--- src/verilog/issue_pkg.sv ---
/* issue cluster shared definitions
   widths, vector types, opcode encoding and the memory-op test */
package issue_pkg;

	//////////////////////////////////////////////////////////////////////
	// widths
	//////////////////////////////////////////////////////////////////////

	// slot count, the swap network is fixed at four
	localparam int lanes = 4;
	localparam int reg_w = 4;
	localparam int data_w = 8;
	localparam int imm_w = 5;
	localparam int op_w = 4;

	typedef logic [reg_w-1:0] reg_idx_t;
	typedef logic [data_w-1:0] data_t;
	typedef logic [imm_w-1:0] imm_t;

	//////////////////////////////////////////////////////////////////////
	// opcodes
	//////////////////////////////////////////////////////////////////////

	typedef enum logic [op_w-1:0]
	{
		op_nop = 4'd0,
		op_add,
		op_sub,
		op_and,
		op_or,
		op_xor,
		// shift amount from low 3 bits of source 2
		op_shl,
		op_shr,
		// source 1 plus zero-extended immediate
		op_addi,
		op_load,
		op_store
	} op_t;

	// load or store, both need the single memory port
	function automatic logic is_mem(op_t op);
		return (op == op_load) || (op == op_store);
	endfunction

endpackage

--- src/verilog/bundle_sort.sv ---
/* bundle sort stage
   registers the incoming bundle and flags the memory op that must move to slot 4 */
`timescale 1ns/1ps

module bundle_sort
(
	input	logic						clk,
	input	logic						rst,

	input	logic		[issue_pkg::lanes:1]		in_vld,
	input	issue_pkg::op_t		[issue_pkg::lanes:1]	in_op,
	input	issue_pkg::reg_idx_t	[issue_pkg::lanes:1]	in_des,
	input	issue_pkg::reg_idx_t	[issue_pkg::lanes:1]	in_s1,
	input	issue_pkg::reg_idx_t	[issue_pkg::lanes:1]	in_s2,
	input	issue_pkg::imm_t	[issue_pkg::lanes:1]	in_ime,

	output	logic		[issue_pkg::lanes:1]		q_vld,
	output	issue_pkg::op_t		[issue_pkg::lanes:1]	q_op,
	output	issue_pkg::reg_idx_t	[issue_pkg::lanes:1]	q_des,
	output	issue_pkg::reg_idx_t	[issue_pkg::lanes:1]	q_s1,
	output	issue_pkg::reg_idx_t	[issue_pkg::lanes:1]	q_s2,
	output	issue_pkg::imm_t	[issue_pkg::lanes:1]	q_ime,
	output	logic		[issue_pkg::lanes:1]		swap_flags,
	output	logic						reject
);

	// valid memory ops per slot
	logic	[issue_pkg::lanes:1]	mem_hit;
	logic	[2:0]			mem_cnt;
	logic	[issue_pkg::lanes:1]	flags_d;
	logic				reject_d;

	always_comb
	begin
		mem_cnt = '0;
		for (int k = 1; k <= issue_pkg::lanes; k++)
		begin
			mem_hit[k] = in_vld[k] && issue_pkg::is_mem(in_op[k]);
			mem_cnt = mem_cnt + 3'(mem_hit[k]);
		end
		// more than one memory op cannot share the port
		reject_d = (mem_cnt > 3'd1);
		// exchange only when the lone memory op sits below slot 4
		if ((mem_cnt == 3'd1) && !mem_hit[issue_pkg::lanes])
			flags_d = mem_hit | {1'b1, {(issue_pkg::lanes-1){1'b0}}};
		else
			flags_d = '0;
	end

	// control part of the bundle register
	always_ff @(posedge clk)
	begin
		if (rst)
		begin
			q_vld <= '0;
			swap_flags <= '0;
			reject <= 1'b0;
		end
		else
		begin
			// rejected bundle goes down as all-invalid
			q_vld <= reject_d ? '0 : in_vld;
			swap_flags <= flags_d;
			reject <= reject_d;
		end
	end

	// instruction fields
	always_ff @(posedge clk)
	begin
		q_op <= in_op;
		q_des <= in_des;
		q_s1 <= in_s1;
		q_s2 <= in_s2;
		q_ime <= in_ime;
	end

	// either no exchange or a pair that includes slot 4
	assert property (@(posedge clk) disable iff (rst)
		(swap_flags == '0) ||
		(swap_flags[issue_pkg::lanes] && ($countones(swap_flags) == 2)))
		else $error("bad swap flags %b", swap_flags);

endmodule

--- src/verilog/ins_swap.sv ---
/* swap network
   moves the bundle's memory instruction into slot 4 */
`timescale 1ns/1ps

module ins_swap
(
	input	logic						clk,
	input	logic						rst,
	input	logic		[issue_pkg::lanes:1]		swap_flags,

	input	logic		[issue_pkg::lanes:1]		in_vld,
	input	issue_pkg::op_t		[issue_pkg::lanes:1]	in_op,
	input	issue_pkg::reg_idx_t	[issue_pkg::lanes:1]	in_des,
	input	issue_pkg::reg_idx_t	[issue_pkg::lanes:1]	in_s1,
	input	issue_pkg::reg_idx_t	[issue_pkg::lanes:1]	in_s2,
	input	issue_pkg::imm_t	[issue_pkg::lanes:1]	in_ime,

	output	logic		[issue_pkg::lanes:1]		out_vld,
	output	issue_pkg::op_t		[issue_pkg::lanes:1]	out_op,
	output	issue_pkg::reg_idx_t	[issue_pkg::lanes:1]	out_des,
	output	issue_pkg::reg_idx_t	[issue_pkg::lanes:1]	out_s1,
	output	issue_pkg::reg_idx_t	[issue_pkg::lanes:1]	out_s2,
	output	issue_pkg::imm_t	[issue_pkg::lanes:1]	out_ime
);

	// source slot for each output slot
	logic	[2:0]	src [issue_pkg::lanes:1];
	// memory ops left in slots 1 to 3
	logic	[issue_pkg::lanes-1:1]	low_mem;

	always_comb
	begin
		for (int k = 1; k <= issue_pkg::lanes; k++)
			src[k] = 3'(k);
		case (swap_flags)
			4'b1001:
			begin
				src[1] = 3'd4;
				src[4] = 3'd1;
			end
			4'b1010:
			begin
				src[2] = 3'd4;
				src[4] = 3'd2;
			end
			4'b1100:
			begin
				src[3] = 3'd4;
				src[4] = 3'd3;
			end
			// identity pattern
			default:
			begin
			end
		endcase
		for (int k = 1; k <= issue_pkg::lanes; k++)
		begin
			out_vld[k] = in_vld[src[k]];
			out_op[k] = in_op[src[k]];
			out_des[k] = in_des[src[k]];
			out_s1[k] = in_s1[src[k]];
			out_s2[k] = in_s2[src[k]];
			out_ime[k] = in_ime[src[k]];
		end
		for (int k = 1; k < issue_pkg::lanes; k++)
			low_mem[k] = out_vld[k] && issue_pkg::is_mem(out_op[k]);
	end

	// sort flags and swap together keep the memory op off slots 1 to 3
	assert property (@(posedge clk) disable iff (rst) low_mem == '0)
		else $error("memory op left below slot 4");

endmodule

--- src/verilog/exec_lane.sv ---
/* execution lane
   ALU and memory address generation with a registered result */
`timescale 1ns/1ps

module exec_lane
(
	input	logic			clk,
	input	logic			rst,

	input	logic			vld,
	input	issue_pkg::op_t		op,
	input	issue_pkg::reg_idx_t	des,
	input	issue_pkg::reg_idx_t	s1,
	input	issue_pkg::reg_idx_t	s2,
	input	issue_pkg::imm_t	ime,
	input	issue_pkg::data_t	rd1,
	input	issue_pkg::data_t	rd2,

	output	issue_pkg::reg_idx_t	ra1,
	output	issue_pkg::reg_idx_t	ra2,
	output	logic			r_vld,
	output	logic			r_wen,
	output	issue_pkg::reg_idx_t	r_des,
	output	issue_pkg::data_t	r_data,
	output	issue_pkg::data_t	r_maddr,
	output	logic			r_mem_ld,
	output	logic			r_mem_st,
	output	issue_pkg::data_t	r_sdata
);

	issue_pkg::data_t	ime_ext;
	issue_pkg::data_t	alu;

	// register file read addresses straight from the sources
	assign ra1 = s1;
	assign ra2 = s2;
	assign ime_ext = issue_pkg::data_t'(ime);

	always_comb
	begin
		case (op)
			issue_pkg::op_add:	alu = rd1 + rd2;
			issue_pkg::op_sub:	alu = rd1 - rd2;
			issue_pkg::op_and:	alu = rd1 & rd2;
			issue_pkg::op_or:	alu = rd1 | rd2;
			issue_pkg::op_xor:	alu = rd1 ^ rd2;
			issue_pkg::op_shl:	alu = rd1 << rd2[2:0];
			issue_pkg::op_shr:	alu = rd1 >> rd2[2:0];
			// addi, load and store share the adder
			default:		alu = rd1 + ime_ext;
		endcase
	end

	// control bits
	always_ff @(posedge clk)
	begin
		if (rst)
		begin
			r_vld <= 1'b0;
			r_wen <= 1'b0;
			r_mem_ld <= 1'b0;
			r_mem_st <= 1'b0;
		end
		else
		begin
			r_vld <= vld;
			// nop and store leave the registers alone
			r_wen <= vld && (op != issue_pkg::op_nop) && (op != issue_pkg::op_store);
			r_mem_ld <= vld && (op == issue_pkg::op_load);
			r_mem_st <= vld && (op == issue_pkg::op_store);
		end
	end

	// result payload
	always_ff @(posedge clk)
	begin
		r_des <= des;
		r_data <= alu;
		r_maddr <= rd1 + ime_ext;
		r_sdata <= rd2;
	end

endmodule

--- src/verilog/reg_file.sv ---
/* shared register file
   eight read ports, four write ports, higher slot wins, reads see same-cycle writes */
`timescale 1ns/1ps

module reg_file
#(
	parameter int NREGS = 16
)
(
	input	logic						clk,
	input	logic						rst,

	// read ports 2k-1 and 2k belong to lane k
	input	issue_pkg::reg_idx_t	[2*issue_pkg::lanes:1]	ra,
	output	issue_pkg::data_t	[2*issue_pkg::lanes:1]	rd,

	input	logic		[issue_pkg::lanes:1]		we,
	input	issue_pkg::reg_idx_t	[issue_pkg::lanes:1]	wa,
	input	issue_pkg::data_t	[issue_pkg::lanes:1]	wd
);

	issue_pkg::data_t	regs [NREGS];

	//////////////////////////////////////////////////////////////////////
	// write, slot order so the last slot sticks
	//////////////////////////////////////////////////////////////////////

	always_ff @(posedge clk)
	begin
		if (rst)
		begin
			for (int i = 0; i < NREGS; i++)
				regs[i] <= '0;
		end
		else
		begin
			for (int k = 1; k <= issue_pkg::lanes; k++)
				if (we[k])
					regs[wa[k]] <= wd[k];
		end
	end

	//////////////////////////////////////////////////////////////////////
	// read with write-first bypass
	//////////////////////////////////////////////////////////////////////

	always_comb
	begin
		for (int p = 1; p <= 2*issue_pkg::lanes; p++)
		begin
			rd[p] = regs[ra[p]];
			// later slots override, same priority as the write
			for (int k = 1; k <= issue_pkg::lanes; k++)
				if (we[k] && (wa[k] == ra[p]))
					rd[p] = wd[k];
		end
	end

endmodule

--- src/verilog/retire_mem.sv ---
/* retire stage
   data memory access for slot 4, register writeback and registered retire outputs */
`timescale 1ns/1ps

module retire_mem
#(
	parameter int MEM_WORDS = 16
)
(
	input	logic						clk,
	input	logic						rst,
	// reject flag as it leaves the sort register
	input	logic						reject,

	input	logic		[issue_pkg::lanes:1]		r_vld,
	input	logic		[issue_pkg::lanes:1]		r_wen,
	input	issue_pkg::reg_idx_t	[issue_pkg::lanes:1]	r_des,
	input	issue_pkg::data_t	[issue_pkg::lanes:1]	r_data,
	input	logic		[issue_pkg::lanes:1]		r_mem_ld,
	input	logic		[issue_pkg::lanes:1]		r_mem_st,
	// slot 4 memory fields
	input	issue_pkg::data_t				r_maddr,
	input	issue_pkg::data_t				r_sdata,

	output	logic		[issue_pkg::lanes:1]		we,
	output	issue_pkg::reg_idx_t	[issue_pkg::lanes:1]	wa,
	output	issue_pkg::data_t	[issue_pkg::lanes:1]	wd,

	output	logic		[issue_pkg::lanes:1]		ret_vld,
	output	logic		[issue_pkg::lanes:1]		ret_wen,
	output	issue_pkg::reg_idx_t	[issue_pkg::lanes:1]	ret_des,
	output	issue_pkg::data_t	[issue_pkg::lanes:1]	ret_data,
	output	logic						ret_reject,
	output	logic						mem_we,
	output	logic		[$clog2(MEM_WORDS)-1:0]		mem_addr,
	output	issue_pkg::data_t				mem_wdata
);

	localparam int aw = $clog2(MEM_WORDS);

	issue_pkg::data_t	mem [MEM_WORDS];
	logic	[aw-1:0]	maddr;
	logic			st_en;
	// reject aligned with the lane registers
	logic			rej_q;

	assign maddr = r_maddr[aw-1:0];
	assign st_en = r_mem_st[issue_pkg::lanes];

	// writeback, load data replaces the slot 4 result
	always_comb
	begin
		we = r_wen;
		wa = r_des;
		wd = r_data;
		if (r_mem_ld[issue_pkg::lanes])
			wd[issue_pkg::lanes] = mem[maddr];
	end

	// data memory, one port behind slot 4
	always_ff @(posedge clk)
	begin
		if (rst)
		begin
			for (int i = 0; i < MEM_WORDS; i++)
				mem[i] <= '0;
		end
		else if (st_en)
			mem[maddr] <= r_sdata;
	end

	//////////////////////////////////////////////////////////////////////
	// retire registers
	//////////////////////////////////////////////////////////////////////

	always_ff @(posedge clk)
	begin
		if (rst)
		begin
			rej_q <= 1'b0;
			ret_reject <= 1'b0;
			ret_vld <= '0;
			ret_wen <= '0;
			mem_we <= 1'b0;
		end
		else
		begin
			rej_q <= reject;
			ret_reject <= rej_q;
			ret_vld <= r_vld;
			ret_wen <= r_wen;
			mem_we <= st_en;
		end
	end

	always_ff @(posedge clk)
	begin
		ret_des <= wa;
		ret_data <= wd;
		mem_addr <= maddr;
		mem_wdata <= r_sdata;
	end

	// only slot 4 may carry a memory access after the swap
	assert property (@(posedge clk) disable iff (rst)
		(r_mem_ld[issue_pkg::lanes-1:1] | r_mem_st[issue_pkg::lanes-1:1]) == '0)
		else $error("memory op retiring outside slot 4");

endmodule

--- src/verilog/issue_cluster.sv ---
/* issue and execute cluster top
   sort, swap, four execution lanes, shared register file and retire */
`timescale 1ns/1ps

module issue_cluster
#(
	parameter int NREGS = 16,
	parameter int MEM_WORDS = 16
)
(
	input	logic						clk,
	input	logic						rst,

	input	logic		[issue_pkg::lanes:1]		in_vld,
	input	issue_pkg::op_t		[issue_pkg::lanes:1]	in_op,
	input	issue_pkg::reg_idx_t	[issue_pkg::lanes:1]	in_des,
	input	issue_pkg::reg_idx_t	[issue_pkg::lanes:1]	in_s1,
	input	issue_pkg::reg_idx_t	[issue_pkg::lanes:1]	in_s2,
	input	issue_pkg::imm_t	[issue_pkg::lanes:1]	in_ime,

	output	logic		[issue_pkg::lanes:1]		ret_vld,
	output	logic		[issue_pkg::lanes:1]		ret_wen,
	output	issue_pkg::reg_idx_t	[issue_pkg::lanes:1]	ret_des,
	output	issue_pkg::data_t	[issue_pkg::lanes:1]	ret_data,
	output	logic						ret_reject,
	output	logic						mem_we,
	output	logic		[$clog2(MEM_WORDS)-1:0]		mem_addr,
	output	issue_pkg::data_t				mem_wdata
);

	//////////////////////////////////////////////////////////////////////
	// wires
	//////////////////////////////////////////////////////////////////////

	// sort register outputs
	logic		[issue_pkg::lanes:1]		q_vld;
	issue_pkg::op_t		[issue_pkg::lanes:1]	q_op;
	issue_pkg::reg_idx_t	[issue_pkg::lanes:1]	q_des, q_s1, q_s2;
	issue_pkg::imm_t	[issue_pkg::lanes:1]	q_ime;
	logic		[issue_pkg::lanes:1]		swap_flags;
	logic						reject;

	// after the swap
	logic		[issue_pkg::lanes:1]		sw_vld;
	issue_pkg::op_t		[issue_pkg::lanes:1]	sw_op;
	issue_pkg::reg_idx_t	[issue_pkg::lanes:1]	sw_des, sw_s1, sw_s2;
	issue_pkg::imm_t	[issue_pkg::lanes:1]	sw_ime;

	// register file ports
	issue_pkg::reg_idx_t	[2*issue_pkg::lanes:1]	ra;
	issue_pkg::data_t	[2*issue_pkg::lanes:1]	rd;
	logic		[issue_pkg::lanes:1]		we;
	issue_pkg::reg_idx_t	[issue_pkg::lanes:1]	wa;
	issue_pkg::data_t	[issue_pkg::lanes:1]	wd;

	// lane result registers
	logic		[issue_pkg::lanes:1]		l_vld, l_wen, l_mem_ld, l_mem_st;
	issue_pkg::reg_idx_t	[issue_pkg::lanes:1]	l_des;
	issue_pkg::data_t	[issue_pkg::lanes:1]	l_data, l_maddr, l_sdata;

	//////////////////////////////////////////////////////////////////////
	// instances
	//////////////////////////////////////////////////////////////////////

	bundle_sort u_sort (
		.clk(clk), .rst(rst),
		.in_vld(in_vld), .in_op(in_op), .in_des(in_des),
		.in_s1(in_s1), .in_s2(in_s2), .in_ime(in_ime),
		.q_vld(q_vld), .q_op(q_op), .q_des(q_des),
		.q_s1(q_s1), .q_s2(q_s2), .q_ime(q_ime),
		.swap_flags(swap_flags), .reject(reject)
	);

	ins_swap u_swap (
		.clk(clk), .rst(rst), .swap_flags(swap_flags),
		.in_vld(q_vld), .in_op(q_op), .in_des(q_des),
		.in_s1(q_s1), .in_s2(q_s2), .in_ime(q_ime),
		.out_vld(sw_vld), .out_op(sw_op), .out_des(sw_des),
		.out_s1(sw_s1), .out_s2(sw_s2), .out_ime(sw_ime)
	);

	// one lane per slot, lane k owns read ports 2k-1 and 2k
	for (genvar k = 1; k <= issue_pkg::lanes; k++)
	begin : g_lane
		exec_lane u_lane (
			.clk(clk), .rst(rst),
			.vld(sw_vld[k]), .op(sw_op[k]), .des(sw_des[k]),
			.s1(sw_s1[k]), .s2(sw_s2[k]), .ime(sw_ime[k]),
			.rd1(rd[2*k-1]), .rd2(rd[2*k]),
			.ra1(ra[2*k-1]), .ra2(ra[2*k]),
			.r_vld(l_vld[k]), .r_wen(l_wen[k]), .r_des(l_des[k]),
			.r_data(l_data[k]), .r_maddr(l_maddr[k]),
			.r_mem_ld(l_mem_ld[k]), .r_mem_st(l_mem_st[k]),
			.r_sdata(l_sdata[k])
		);
	end

	reg_file #(.NREGS(NREGS)) u_rf (
		.clk(clk), .rst(rst),
		.ra(ra), .rd(rd),
		.we(we), .wa(wa), .wd(wd)
	);

	retire_mem #(.MEM_WORDS(MEM_WORDS)) u_retire (
		.clk(clk), .rst(rst), .reject(reject),
		.r_vld(l_vld), .r_wen(l_wen), .r_des(l_des), .r_data(l_data),
		.r_mem_ld(l_mem_ld), .r_mem_st(l_mem_st),
		.r_maddr(l_maddr[issue_pkg::lanes]), .r_sdata(l_sdata[issue_pkg::lanes]),
		.we(we), .wa(wa), .wd(wd),
		.ret_vld(ret_vld), .ret_wen(ret_wen), .ret_des(ret_des),
		.ret_data(ret_data), .ret_reject(ret_reject),
		.mem_we(mem_we), .mem_addr(mem_addr), .mem_wdata(mem_wdata)
	);

endmodule

--- config.mk ---
export PLATFORM = sky130hd
export DESIGN_NAME = issue_cluster
export DESIGN_NICKNAME = d
export VERILOG_FILES = /design/src/verilog/issue_pkg.sv /design/src/verilog/bundle_sort.sv /design/src/verilog/ins_swap.sv /design/src/verilog/exec_lane.sv /design/src/verilog/reg_file.sv /design/src/verilog/retire_mem.sv /design/src/verilog/issue_cluster.sv
export SDC_FILE = /design/constraint.sdc
export NUM_CORES = 2
export LEC_CHECK = 0
export BUFFER_PORTS_ARGS = -buffer_cell sky130_fd_sc_hd__clkbuf_2
export CAP_MARGIN = 10
export CORE_MARGIN = 3
export CORE_UTILIZATION = 38
export DETAILED_ROUTE_END_ITERATION = 16
export SYNTH_ARGS = -nofsm -noshare
export SYNTH_HDL_FRONTEND = slang
export SYNTH_SLANG_ARGS = --single-unit
export TNS_END_PERCENT = 100
--- constraint.sdc ---
create_clock -name clk -period 10.8 [get_ports clk]
set_clock_uncertainty 0.1 [all_clocks]
set_input_delay 0.54 -clock clk [delete_from_list [all_inputs] [get_ports clk]]
set_output_delay 0.54 -clock clk [all_outputs]
set_load 0.05 [all_outputs]
==> flow_summary.ini <==
[global_route]
grt_max_degree = 59
antenna_found_initial = 16
grt_pass1_wl_mm = 284
met3_usage = 0.116
grt_overflow_total = 0
grt_pass1_vias = 38519
grt-busiest-layer = met2
grtUsageMet1 = 0.435
grt_usage = 0.342
grt.met2_usage = 0.496

[route]
post_drt_wl_per_cell_um = 33.1
vias = 41517
dr.pass1.iters = 6
wirelength_mm = 202
post-route-drc-count = 0
final_antenna_net_count = 0
viasPerCell = 6.81
dr.first_iter.drc_count = 6374

[critical_path]
timing.critical_path.from = u_sort.swap_flags[4]
critical_path_arrival_ns = 8.54
crit_required_ns = 11.22
rr_worst_depth = 26
r2r_start = u_sort.swap_flags[4]
start_kind = flip-flop
endpoint = g_lane[4].u_lane.r_data[7]
timing.rr.end = g_lane[4].u_lane.r_data[7]
crit_fanout = 43
path_class = reg -> reg
cp-end-kind = flip-flop
worst-r2r-setup-slack_ns = 2.68

[power_and_ir_drop]
leakagePower_nw = 18.9
finalPower_mw = 6.77
cellPowerDensity_nw_per_um2 = 145
worst_ir_drop_vdd_mv = 0.125

[final_layout]
area_growth_pct = 11.7
drive_gt1_frac = 0.146
finalNetCount = 4837
layout_common_cells = 539 x mux2i_1, 438 x nand2_1, 256 x edfxtp_1
fill_cells = 10624
stdcell_count = 6100
layout_commonest_cell = mux2i_1

[logic_synthesis]
synth_edf_count = 256
synth.largest_area_cell = edfxtp_1
netlist.area_leader.share = 0.184
syn_inst = 4563
netlist_area_um2 = 41800
ys.flop_type = edfxtp_1
synth-seq-area-share = 0.296
avgSynthCellArea_um2 = 9.17
synth.distinct_cells = 119
synth_area_leaders = edfxtp_1 18%, mux2i_1 13%, dfxtp_1 11%, mux4_2 6.6%, nand2_1 3.9%
ys_seq_elements = 490
syn_nets = 4770
async_flop_share = 0
yosysWarnings = 0

[run]
max-cap-violations = 0

[sta]
maxSlewHeadroom = 0.0683
setup_tns_ns = 0
period_minus_slack_ns = 8.12
post-route-period-util = 0.752
hold_violations = 0
rsz0062_at_grt = no
setup_violations = 0
max_freq_mhz = 123
finalMaxSlewViolations = 0
tightest_slew_ns = 1.39

[cts]
root_buffer = clkbuf_16
cts_buffers = 52
cts_tree = built
postCtsSetupBuffers = 0
cts_sinks = 490
cts_max_level = 2
ctsResizeCount = 0
hold_buffers = 84
clkTransAtPathRegs_ns = 0.06
cts_max_path_buffers = 3
clock_latency_ns = 0.66

[place]
gp_congestion = 1.07
dpl.hpwl_mm = 143
dp_cells = 5904
place.port_buffers = 159

[floorplan]
core_um2 = 109000
die_h_um = 338
core.rowCount = 121
dieArea_um2 = 114000
start_util = 0.384
fp.dieW_um = 338
ios = 160

[worst_hold_path]
hp-class = in -> reg
holdCritStartpoint = in_vld[2]

[outcome]
status = finished, final reports clean
per-stage QoR:
stage	area (µm²)	hold WS (ns)	setup WS, ns	util
2_1_floorplan	41800	0.229	4.66	-
3_3_place_gp	44200	0.251	3.05	0.405
3_5_place_dp	44200	0.260	2.94	0.405
4_1_cts	46700	0.0176	2.90	0.428
5_1_grt	46700	0.0324	2.17	0.428
6_report	46700	0.0466	2.68	0.429
area by class of cell:
cell class / count / area [µm²] / share of cell area
Sequential cell: 490 / 12400 / 0.265
Inverter: 150 / 563 / 0.0121
Clock buffer: 75 / 1440 / 0.0308
Timing Repair Buffer: 385 / 2700 / 0.0577
Antenna cell: 14 / 35.0 / 0.000750
Tap cell: 1414 / 1770 / 0.0379
Clock inverter: 21 / 240 / 0.00514
Multi-Input combinational cell: 3551 / 27600 / 0.591
kinds of logic (layout without fill, tap and decap cells):
| logic type | after synthesis | count (layout) | share of synthesized area |
|---|---|---|---|
| compound gates | 1209 | 1209 | 0.207 |
| buf+inv | 522 | 631 | 0.0516 |
| fa+ha+maj | 117 | 117 | 0.0361 |
| other cells | 0 | 14 | 0 |
| xor+xnor | 159 | 159 | 0.0342 |
| simple gates | 1334 | 1334 | 0.161 |
| mux | 732 | 732 | 0.215 |
| flops | 490 | 490 | 0.296 |
cells in the mapped netlist (all sizes together) (19+ instances only):
library cell and instances:
mux2i 569, nand2 439, edfxtp 256, dfxtp 234, clkbuf 233, nor2 230
o21ai 226, and2 187, a21oi 167, a22oi 155, o211ai 151, inv 143
buf 139, mux4 122, nand3 120, xnor2 118, ha 111, nor3 82
a211oi 76, a221oi 55, nor2b 48, o22ai 44, mux2 41, nor4 40
xor2 40, o221ai 35, nand2b 33, or2 31, a21o 29, o31ai 25
a31oi 24, o2111ai 23, and3 22, a221o 21, a211o 20, nand4 19
worst max-delay path: stages, from the launching register on:
cell and delay [ns]:
dfxtp_1 0.84, nor4bb_4 0.40, buf_4 0.48, and2_1 0.37
nor3_2 0.06, buf_4 0.23, mux2_2 0.32, nor4_4 0.67
a311o_1 0.29, a22o_1 0.78, clkinv_1 0.56, ha_1 0.44
nand2_1 0.04, o21ai_0 0.13, inv_1 0.09, ha_1 0.29
nor2b_1 0.12, o21ai_0 0.15, nand2b_1 0.11, a21o_1 0.20
a21o_1 0.21, a21o_1 0.18, a21oi_1 0.17, xnor3_1 0.25
xnor2_1 0.14, nor2_1 0.06, a211o_1 0.27
how the worst min path moves through the flow:
stage | end | slack, ns | depth (start not counted)
after CTS | u_sort.q_vld[2] | 0.02 | 2
after floorplan | u_retire.mem_addr[0] | 0.23 | 0
after global placement | u_retire.ret_data[17] | 0.25 | 0
final | u_sort.q_vld[2] | 0.05 | 2
after global routing | u_sort.q_vld[2] | 0.03 | 2
after detailed placement | u_retire.ret_data[17] | 0.26 | 0
state kept, by name, indices dropped and copies added (netlist names), 8 cells and up:
signal	flops
u_retire.ret_data	32
g_lane.u_lane.r_sdata	8
u_sort.q_des	16
u_sort.q_s1	16
u_retire.mem	128
g_lane.u_lane.r_des	16
u_sort.q_op	16
u_rf.regs	128
u_retire.ret_des	16
u_sort.q_s2	16
g_lane.u_lane.r_data	32
u_sort.q_ime	20
u_retire.mem_wdata	8
layer usage:
layer / wire (µm) / vias up / share of wire
li1: - / 17525 / -
met1: 76900 / 19932 / 0.38
met2: 83300 / 3127 / 0.41
met3: 25600 / 917 / 0.13
met4: 16000 / 16 / 0.079
met5: 331 / - / 0.0016
where the power goes:
group	leakage, nW	total [mW]	internal [mW]	switching, mW
sequential	4.62	2.44	2.12	0.320
clock	0.813	1.79	0.986	0.809
combinational	13.4	2.53	0.754	1.78
total	18.9	6.77	3.86	2.91
Power figures use the tool's default switching activity.
